`src/hdl/cpuPkg.sv`:
```
package cpuPkg;

	////////////////////////////////////////////////////////////
	// Words and register indices

	localparam int wordWidth = 16;

	typedef logic [wordWidth-1:0] wordT;
	typedef logic [1:0] regIdxT;                  // 0 is zero reg, 1..3 are A, B, C

	// Stage codes go straight to the LEDs
	typedef enum logic [3:0] {
		fetch     = 4'b0000,
		decode    = 4'b0001,
		operands  = 4'b1000,
		execute   = 4'b0011,
		writeBack = 4'b0101,
		recover   = 4'b0110,
		halt      = 4'b1111
	} stageT;

	// Cycles spent in each stage
	localparam int fetchLen     = 6;
	localparam int decodeLen    = 2;
	localparam int operandsLen  = 2;
	localparam int executeLen   = 4;
	localparam int writeBackLen = 3;
	localparam int recoverLen   = 2;

	// Strobe positions inside their stage
	localparam int marCycle     = 0;            // fetch
	localparam int romCycle     = 1;            // fetch
	localparam int irCycle      = 3;            // fetch
	localparam int pcCycle      = 4;            // fetch
	localparam int operandCycle = 0;            // operands
	localparam int aluCycle     = 0;            // execute
	localparam int resultCycle  = 2;            // execute
	localparam int writeCycle   = 1;            // writeBack

	////////////////////////////////////////////////////////////
	// Instruction format

	typedef struct packed {
		logic [3:0] opcode;
		regIdxT     rs;
		regIdxT     rt;
		regIdxT     rd;
		logic [1:0] shamt;
		logic [3:0] funct;
	} instrT;

	localparam logic [3:0] opRType = 4'd0;
	localparam logic [3:0] opHalt  = 4'd15;

	typedef enum logic [2:0] {
		aluAnd     = 3'b000,
		aluOr      = 3'b001,
		aluAdd     = 3'b010,
		aluOne     = 3'b011,                      // constant 1
		aluSub     = 3'b110,
		aluSetLess = 3'b111
	} aluOpT;

	localparam logic [3:0] fnAdd     = 4'd0;
	localparam logic [3:0] fnSub     = 4'd2;
	localparam logic [3:0] fnAnd     = 4'd4;
	localparam logic [3:0] fnOr      = 4'd5;
	localparam logic [3:0] fnSetLess = 4'd10;

	////////////////////////////////////////////////////////////
	// Program store

	localparam int pcStep      = 4;             // byte addressed
	localparam int pcShift     = $clog2(pcStep);
	localparam int romDepth    = 16;
	localparam int romAddrBits = $clog2(romDepth);

	// Funct 15 is unlisted, so it gives 1
	localparam wordT romImage [0:romDepth-1] = '{
		{opRType, 2'd0, 2'd0, 2'd1, 2'd0, 4'd15},     // A = 1
		{opRType, 2'd0, 2'd0, 2'd3, 2'd0, 4'd15},     // C = 1
		{opRType, 2'd1, 2'd3, 2'd2, 2'd0, fnAdd},     // B = A + C
		{opRType, 2'd3, 2'd1, 2'd2, 2'd0, fnSub},     // B = C - A
		{opRType, 2'd0, 2'd0, 2'd2, 2'd0, 4'd15},     // B = 1
		{opRType, 2'd0, 2'd0, 2'd1, 2'd0, 4'd15},     // A = 1
		{opRType, 2'd0, 2'd0, 2'd2, 2'd0, 4'd15},     // B = 1
		{opRType, 2'd1, 2'd3, 2'd3, 2'd0, fnAdd},     // C = A + C
		{opRType, 2'd1, 2'd3, 2'd3, 2'd0, fnAdd},     // C = A + C again
		{opRType, 2'd3, 2'd2, 2'd1, 2'd0, fnSub},     // A = C - B
		{opRType, 2'd1, 2'd3, 2'd3, 2'd0, fnAnd},     // C = A & C
		{opRType, 2'd2, 2'd1, 2'd2, 2'd0, fnOr},      // B = B | A
		{opRType, 2'd1, 2'd2, 2'd3, 2'd0, fnSetLess}, // C = A < B
		{opHalt, 12'd0},                              // stop here
		16'd0,
		16'd0
	};

	////////////////////////////////////////////////////////////
	// Control strobes and display select

	typedef struct packed {
		logic loadMar;
		logic readRom;
		logic loadIr;
		logic incPc;
		logic latchOperands;
		logic aluRun;
		logic latchResult;
		logic regWrite;
	} ctrlT;

	typedef logic [2:0] dispSelT;

	localparam dispSelT dispInstr  = 3'd0;
	localparam dispSelT dispResult = 3'd1;
	localparam dispSelT dispA      = 3'd2;
	localparam dispSelT dispB      = 3'd3;
	localparam dispSelT dispC      = 3'd4;
	localparam dispSelT dispPc     = 3'd5;   // 6 and 7 show zero

endpackage

```
`src/hdl/stageTimer.sv`:
```
`timescale 1ns/100ps

module stageTimer import cpuPkg::*; (
	input  logic       CLK,
	input  logic       rst,
	input  stageT      stage,
	input  logic       run,
	output logic [2:0] cycleIdx,
	output logic       stageDone
);

	stageT      prevStage;   // stage seen last cycle
	logic [2:0] cnt;
	logic [2:0] lastIdx;     // final cycle of current stage

	always_comb
	begin
		case (stage)
			fetch:     lastIdx = 3'(fetchLen - 1);
			decode:    lastIdx = 3'(decodeLen - 1);
			operands:  lastIdx = 3'(operandsLen - 1);
			execute:   lastIdx = 3'(executeLen - 1);
			writeBack: lastIdx = 3'(writeBackLen - 1);
			recover:   lastIdx = 3'(recoverLen - 1);
			default:   lastIdx = 3'd0;              // halt sits on cycle 0
		endcase
	end

	// Fresh stage always starts from 0
	assign cycleIdx  = (stage != prevStage) ? 3'd0 : cnt;
	assign stageDone = (cycleIdx == lastIdx);

	always_ff @(posedge CLK or negedge rst)
	begin
		if (!rst)
		begin
			prevStage <= fetch;
			cnt       <= 3'd0;
		end
		else
		begin
			prevStage <= stage;
			if (!stageDone)
				cnt <= cycleIdx + 3'd1;
			else if (run)
				cnt <= 3'd0;        // stage moves on this edge
			else
				cnt <= cycleIdx;    // waiting for run, freeze
		end
	end

endmodule

```
`src/hdl/controlFsm.sv`:
```
`timescale 1ns/100ps

module controlFsm import cpuPkg::*; (
	input  logic       CLK,
	input  logic       rst,
	input  logic       run,
	input  instrT      instr,
	input  logic [2:0] cycleIdx,
	input  logic       stageDone,
	output stageT      stage,
	output ctrlT       ctrl,
	output aluOpT      aluOp
);

	stageT      nextStage;
	stageT      lastStage;   // slot of previous cycle
	logic [2:0] lastIdx;
	logic       repeatSlot;  // same stage and cycle as before

	////////////////////////////////////////////////////////////
	// Stage sequencing

	always_comb
	begin
		nextStage = stage;
		if (stageDone && run)
		begin
			case (stage)
				fetch:     nextStage = decode;
				decode:    nextStage = (instr.opcode == opRType) ? operands : halt;
				operands:  nextStage = execute;
				execute:   nextStage = writeBack;
				writeBack: nextStage = recover;
				recover:   nextStage = fetch;
				default:   nextStage = halt;     // only reset leaves halt
			endcase
		end
	end

	always_ff @(posedge CLK or negedge rst)
	begin
		if (!rst)
			stage <= fetch;
		else
			stage <= nextStage;
	end

	////////////////////////////////////////////////////////////
	// One-shot strobes

	// Reset state counts as already visited
	// MAR and PC are both 0 then, so the skipped loadMar costs nothing
	always_ff @(posedge CLK or negedge rst)
	begin
		if (!rst)
		begin
			lastStage <= fetch;
			lastIdx   <= 3'd0;
		end
		else
		begin
			lastStage <= stage;
			lastIdx   <= cycleIdx;
		end
	end

	assign repeatSlot = (stage == lastStage) && (cycleIdx == lastIdx);

	always_comb
	begin
		ctrl = '0;
		if (!repeatSlot)
		begin
			case (stage)
				fetch:
				begin
					ctrl.loadMar = (cycleIdx == 3'(marCycle));   // MAR <= PC
					ctrl.readRom = (cycleIdx == 3'(romCycle));
					ctrl.loadIr  = (cycleIdx == 3'(irCycle));
					ctrl.incPc   = (cycleIdx == 3'(pcCycle));
				end
				operands:
					ctrl.latchOperands = (cycleIdx == 3'(operandCycle));
				execute:
				begin
					ctrl.aluRun      = (cycleIdx == 3'(aluCycle));
					ctrl.latchResult = (cycleIdx == 3'(resultCycle));
				end
				writeBack:
					// Zero register is never written
					ctrl.regWrite = (cycleIdx == 3'(writeCycle)) && (instr.rd != 2'd0);
				default: ;
			endcase
		end
	end

	////////////////////////////////////////////////////////////
	// Funct to ALU op, captured by executeUnit in operands

	always_comb
	begin
		case (instr.funct)
			fnAdd:     aluOp = aluAdd;
			fnSub:     aluOp = aluSub;
			fnAnd:     aluOp = aluAnd;
			fnOr:      aluOp = aluOr;
			fnSetLess: aluOp = aluSetLess;
			default:   aluOp = aluOne;
		endcase
	end

endmodule

```
`src/hdl/programRom.sv`:
```
`timescale 1ns/100ps

module programRom import cpuPkg::*; (
	input  logic CLK,
	input  logic rst,
	input  ctrlT ctrl,
	input  wordT pc,
	output wordT romWord
);

	wordT                         mar;       // memory address register
	logic [wordWidth-pcShift-1:0] wordIdx;   // byte address to word index

	assign wordIdx = mar[wordWidth-1:pcShift];

	always_ff @(posedge CLK or negedge rst)
	begin
		if (!rst)
		begin
			mar     <= '0;
			romWord <= '0;
		end
		else
		begin
			if (ctrl.loadMar)
				mar <= pc;
			if (ctrl.readRom)
			begin
				if (wordIdx < romDepth)
					romWord <= romImage[wordIdx[romAddrBits-1:0]];
				else
					romWord <= '0;   // past the image
			end
		end
	end

endmodule

```
`src/hdl/regFile.sv`:
```
`timescale 1ns/100ps

module regFile import cpuPkg::*; (
	input  logic  CLK,
	input  logic  rst,
	input  ctrlT  ctrl,
	input  instrT instr,
	input  wordT  writeData,
	output wordT  rsData,
	output wordT  rtData,
	output wordT  regA,
	output wordT  regB,
	output wordT  regC
);

	wordT gpr [1:3];   // A, B, C

	// Index 0 is the hardwired zero
	function automatic wordT readPort(input regIdxT idx);
		wordT val;
		if (idx == 2'd0)
			val = '0;
		else
			val = gpr[idx];
		return val;
	endfunction

	always_ff @(posedge CLK or negedge rst)
	begin
		if (!rst)
		begin
			for (int i = 1; i <= 3; i++)
				gpr[i] <= '0;
		end
		else if (ctrl.regWrite && (instr.rd != 2'd0))
			gpr[instr.rd] <= writeData;   // rd picks the target
	end

	// Read ports follow register contents as well as the indices
	always_comb
	begin
		rsData = readPort(instr.rs);
		rtData = readPort(instr.rt);
	end

	// Straight views for the display mux
	assign regA = gpr[1];
	assign regB = gpr[2];
	assign regC = gpr[3];

endmodule

```
`src/hdl/executeUnit.sv`:
```
`timescale 1ns/100ps

module executeUnit import cpuPkg::*; (
	input  logic  CLK,
	input  logic  rst,
	input  ctrlT  ctrl,
	input  aluOpT aluOp,
	input  wordT  romWord,
	input  wordT  rsData,
	input  wordT  rtData,
	output instrT instr,
	output wordT  pc,
	output wordT  result
);

	wordT  srcA;     // rs latch
	wordT  srcB;     // rt latch
	aluOpT opLatch;
	wordT  aluOut;   // registered ALU stage
	wordT  aluNext;

	////////////////////////////////////////////////////////////
	// Instruction register and program counter

	always_ff @(posedge CLK or negedge rst)
	begin
		if (!rst)
		begin
			instr <= '0;
			pc    <= '0;
		end
		else
		begin
			if (ctrl.loadIr)
				instr <= instrT'(romWord);
			if (ctrl.incPc)
				pc <= pc + wordT'(pcStep);
		end
	end

	////////////////////////////////////////////////////////////
	// Operand latches, filled in operands stage

	always_ff @(posedge CLK)
	begin
		if (ctrl.latchOperands)
		begin
			srcA    <= rsData;
			srcB    <= rtData;
			opLatch <= aluOp;
		end
	end

	////////////////////////////////////////////////////////////
	// ALU

	always_comb
	begin
		case (opLatch)
			aluAnd:     aluNext = srcA & srcB;
			aluOr:      aluNext = srcA | srcB;
			aluAdd:     aluNext = srcA + srcB;
			aluSub:     aluNext = srcA - srcB;
			aluSetLess: aluNext = wordT'(srcA < srcB);   // unsigned compare
			default:    aluNext = wordT'(1);
		endcase
	end

	always_ff @(posedge CLK)
	begin
		if (ctrl.aluRun)
			aluOut <= aluNext;
	end

	// Result register feeds write-back and display
	always_ff @(posedge CLK or negedge rst)
	begin
		if (!rst)
			result <= '0;
		else if (ctrl.latchResult)
			result <= aluOut;
	end

endmodule

```
`src/hdl/stepProcessor.sv`:
```
`timescale 1ns/100ps

module stepProcessor import cpuPkg::*; (
	input  logic    CLK,
	input  logic    rst,
	input  logic    run,
	input  dispSelT displaySel,
	output stageT   stage,
	output wordT    displayOut
);

	logic [2:0] cycleIdx;
	logic       stageDone;
	ctrlT       ctrl;
	aluOpT      aluOp;
	instrT      instr;
	wordT       pc;
	wordT       romWord;
	wordT       result;
	wordT       rsData;
	wordT       rtData;
	wordT       regA;
	wordT       regB;
	wordT       regC;

	////////////////////////////////////////////////////////////
	// Sequencing

	stageTimer timer (
		.CLK       (CLK),
		.rst       (rst),
		.stage     (stage),
		.run       (run),
		.cycleIdx  (cycleIdx),
		.stageDone (stageDone)
	);

	controlFsm fsm (
		.CLK       (CLK),
		.rst       (rst),
		.run       (run),
		.instr     (instr),
		.cycleIdx  (cycleIdx),
		.stageDone (stageDone),
		.stage     (stage),
		.ctrl      (ctrl),
		.aluOp     (aluOp)
	);

	////////////////////////////////////////////////////////////
	// Datapath

	programRom rom (
		.CLK     (CLK),
		.rst     (rst),
		.ctrl    (ctrl),
		.pc      (pc),
		.romWord (romWord)
	);

	regFile regs (
		.CLK       (CLK),
		.rst       (rst),
		.ctrl      (ctrl),
		.instr     (instr),
		.writeData (result),   // write-back only from ALU result
		.rsData    (rsData),
		.rtData    (rtData),
		.regA      (regA),
		.regB      (regB),
		.regC      (regC)
	);

	executeUnit exec (
		.CLK     (CLK),
		.rst     (rst),
		.ctrl    (ctrl),
		.aluOp   (aluOp),
		.romWord (romWord),
		.rsData  (rsData),
		.rtData  (rtData),
		.instr   (instr),
		.pc      (pc),
		.result  (result)
	);

	// Display word, one cycle behind displaySel
	always_ff @(posedge CLK or negedge rst)
	begin
		if (!rst)
			displayOut <= '0;
		else
		begin
			case (displaySel)
				dispInstr:  displayOut <= wordT'(instr);
				dispResult: displayOut <= result;
				dispA:      displayOut <= regA;
				dispB:      displayOut <= regB;
				dispC:      displayOut <= regC;
				dispPc:     displayOut <= pc;
				default:    displayOut <= '0;
			endcase
		end
	end

endmodule

```
`config.mk`:
```
export PLATFORM = sky130hd
export DESIGN_NAME = stepProcessor
export DESIGN_NICKNAME = d
export VERILOG_FILES = /design/src/hdl/cpuPkg.sv /design/src/hdl/stageTimer.sv /design/src/hdl/controlFsm.sv /design/src/hdl/programRom.sv /design/src/hdl/regFile.sv /design/src/hdl/executeUnit.sv /design/src/hdl/stepProcessor.sv
export SDC_FILE = /design/constraint.sdc
export NUM_CORES = 1
export LEC_CHECK = 0
export BUFFER_PORTS_ARGS = -buffer_cell sky130_fd_sc_hd__buf_2
export CAP_MARGIN = 20
export CORE_ASPECT_RATIO = 0.8
export CORE_MARGIN = 2
export CORE_UTILIZATION = 55
export DETAILED_ROUTE_END_ITERATION = 7
export MAX_ROUTING_LAYER = met4
export PLACE_DENSITY = 0.71
export SYNTH_ARGS = -nofsm -noshare
export SYNTH_HDL_FRONTEND = slang
export SYNTH_SLANG_ARGS = --single-unit
```
`constraint.sdc`:
```
create_clock -name CLK -period 10.02 [get_ports CLK]
set_input_delay 3.006 -clock CLK [delete_from_list [all_inputs] [get_ports CLK]]
set_output_delay 3.006 -clock CLK [all_outputs]
set_load 0.02 [all_outputs]
```
==> metrics <==
CP peak stage delay 0.70 ns; warnings from Yosys 0; Crit Path Max Fanout 16; Max-Cap Viols 0; Fmax achieved 0.226 GHz; largest net degree at the start of global routing 80; Reg power frac 53.6%; share of the yosys chip area belonging to registers 46.5%; area leader, netlist dfrtp_1; placed instance count 1,246; pwr dens 127 mW/mm²; Crit path buffers/inverters 1; Cells after Synth 1,003; data required time of the worst path 7.01 ns; Final #Nets 1,064; diode count 0; DP HPWL 18,100 µm; max-slew violations 0; critical path type reg2out; #FFs+latches synth 195; min-delay worst type reg2reg; Post-synth EDFFs 51; Clock Skew 0.0110 ns; core area 0.0197 mm²; clock latency on the worst-skew pair 0.44 ns; Peak VDD IR 0.106 mV; initial antenna violation count 0; LEAKAGE 0.00553 µW; CP max-delay cell dfrtp_1; Die X 162 µm; Final setup violation count 0; Fin Setup TNS 0 ns; Synth cell types 70; first-pass GRT wire length 41,400 µm; Routed WL 25,500 µm; CTS Sinks 195; # IOs 26; Psw 347 µW; global route total overflow 0; CTS Hold Buffers Added 0; Worst setup SP type flip-flop; CTS tree yes; DRT Pass-1 Iters 7; crit end category output pin; routability cong. 0.844; vias in the first global route 7,485; total CTS buffers 17; Worst-path clk slew 0.07 ns; asr flop ratio synth 73.8%; Synth top area share 32.6%; cell family with most CP delay flip-flops; area of the die 0.0212 mm²; Routed Antenna Nets 0; Vias/cell 6.14; Worst slew margin 25.6%; top cells by count, synth dfrtp_1, mux2_2, inv_1; cts repair resizes 0; All-Layer GR Usage 26.2%; clock root cell clkbuf_16; maximum clock path buffer count 2; final period utilization 44.1%; crit path cell chain buf_2; initial core utilization 55.9%; Data arrival, critical path 1.41 ns; layout cell share with drive strength beyond 1 17.9%; Synth Flop Type dfrtp_1; Port-buffer cells 25; final cell count without fillers 1,279; RSZ-0062 raised after global routing false; switching share of total power 22.9%; hold violation count in the final report 0; remaining routing DRC violations 0; synthesis-to-layout area growth 8.34%; clock network fraction of total power 44.3%; syn_nets 1,065; via count 7,855; P_int 1170 µW; post-detailed-route wirelength per cell 19.9 µm; Slew @ Worst Pin 1.11 ns; status finished, final reports clean; die extent in y 131 µm; drt initial violations 827; area of the mapped netlist 0.0110 mm²; Gate power share 2.0%; post-CTS setup buffer count 0; row count 46; syn avg cell area 11.0 µm²; top-count cell post-synth dfrtp_1; final-layout fill cell count 1,619; H-Tree Depth 4; Synth area leaders dfrtp_1, edfxtp_1, mux2_2, ha_1, mux2_1; Tmin final 4.42 ns
==> state kept, by name, indices dropped and copies added (netlist names) <==
register       count
exec.pc           14
regs.regA         16
exec.srcA         16
exec.opLatch       3
regs.regC         16
exec.instr        11
exec.result       16
rom.mar           14
fsm.stage          4
fsm.lastIdx        3
fsm.lastStage      4
rom.romWord       11
timer.cnt          3
regs.regB         16
exec.aluOut       16
exec.srcB         16
displayOut        16
==> cell families (layout without fill, tap and decap cells) <==
family / after synthesis / count (layout) / synth area share (%)
flip-flops: 195 / 195 / 46.5
adder cells (fa/ha/maj): 57 / 57 / 6.58
XOR/XNOR: 33 / 33 / 2.62
multiplexers: 160 / 160 / 16.9
AO/OA/AOI/OAI: 222 / 222 / 13.5
buffers and inverters: 129 / 141 / 4.52
AND/OR/NAND/NOR: 207 / 207 / 9.40
==> final cells by class <==
| class | count | area [µm²] | area share (%) |
|---|---|---|---|
| clock buffers | 17 | 425 | 3.56 |
| inverters | 74 | 278 | 2.32 |
| repair buffers | 35 | 226 | 1.89 |
| flip-flops and latches | 195 | 5130 | 42.9 |
| multi-input cells | 679 | 5420 | 45.3 |
| well taps | 264 | 330 | 2.76 |
| clock inverters | 15 | 146 | 1.22 |
==> cell usage in the layout (no fill, tap or decap), types with 24 or more instances in the layout <==
cell	count
mux2i_1	24
buf_2	24
nand2_1	68
inv_1	73
nor2_1	48
a21oi_1	46
mux2_2	95
mux2_1	33
edfxtp_1	51
ha_1	54
o21ai_0	44
dfrtp_1	144
==> through the flow <==
stage | instance area (µm²) | total power (µW) | hold slack (ns) | utilization [%] | setup WS (ns)
after floorplan | 11000 | 843 | 0.438 | - | 5.37
after global placement | 11400 | 859 | 0.453 | 57.5 | 5.44
after detailed placement | 11400 | 859 | 0.456 | 57.5 | 5.40
after CTS | 11900 | 1530 | 0.482 | 60.4 | 5.59
after global routing | 12000 | 1560 | 0.494 | 60.6 | 5.51
final | 12000 | 1520 | 0.476 | 60.6 | 5.60
==> per-layer routing <==
| metal | vias up | part of all wire [%] | global-route usage [%] |
|---|---|---|---|
| li1 | 3641 | - | - |
| met1 | 3910 | 48 | 37.7 |
| met2 | 261 | 44 | 38.2 |
| met3 | 43 | 6.1 | 4.17 |
| met4 | 0 | 2.1 | 8.59 |
| met5 | - | 0 | - |
==> power by group through the flow <==
stage          registers (µW)  clock network [µW]  logic [µW]
4_1_cts                   813                 685        29.8
3_3_place_gp              829                   0        29.4
3_5_place_dp              829                   0        29.8
2_1_floorplan             830                   0        12.5
5_1_grt                   813                 714        34.3
6_report                  813                 672        30.6
==> path summary, 6_finish.rpt <==
path,from,to,slack [ns],cells past startpoint
worst max-delay path,fsm.stage[3]$_DFFE_PN0P_,stage[3],5.60,1
worst min-delay path,rom.romWord[7]$_DFFE_PN0P_,rom.romWord[7]$_DFFE_PN0P_,0.48,1
worst max register to register,fsm.stage[3]$_DFFE_PN0P_,regs.regA[7]$_DFFE_PN0P_,5.95,9
worst min register to register,rom.romWord[7]$_DFFE_PN0P_,rom.romWord[7]$_DFFE_PN0P_,0.48,1
max in group asynchronous,rst,regs.regC[9]$_DFFE_PN0P_,6.47,3
min in group asynchronous,rst,rom.romWord[1]$_DFFE_PN0P_,2.54,1
Note: power is estimated with default switching activity, not from simulation.
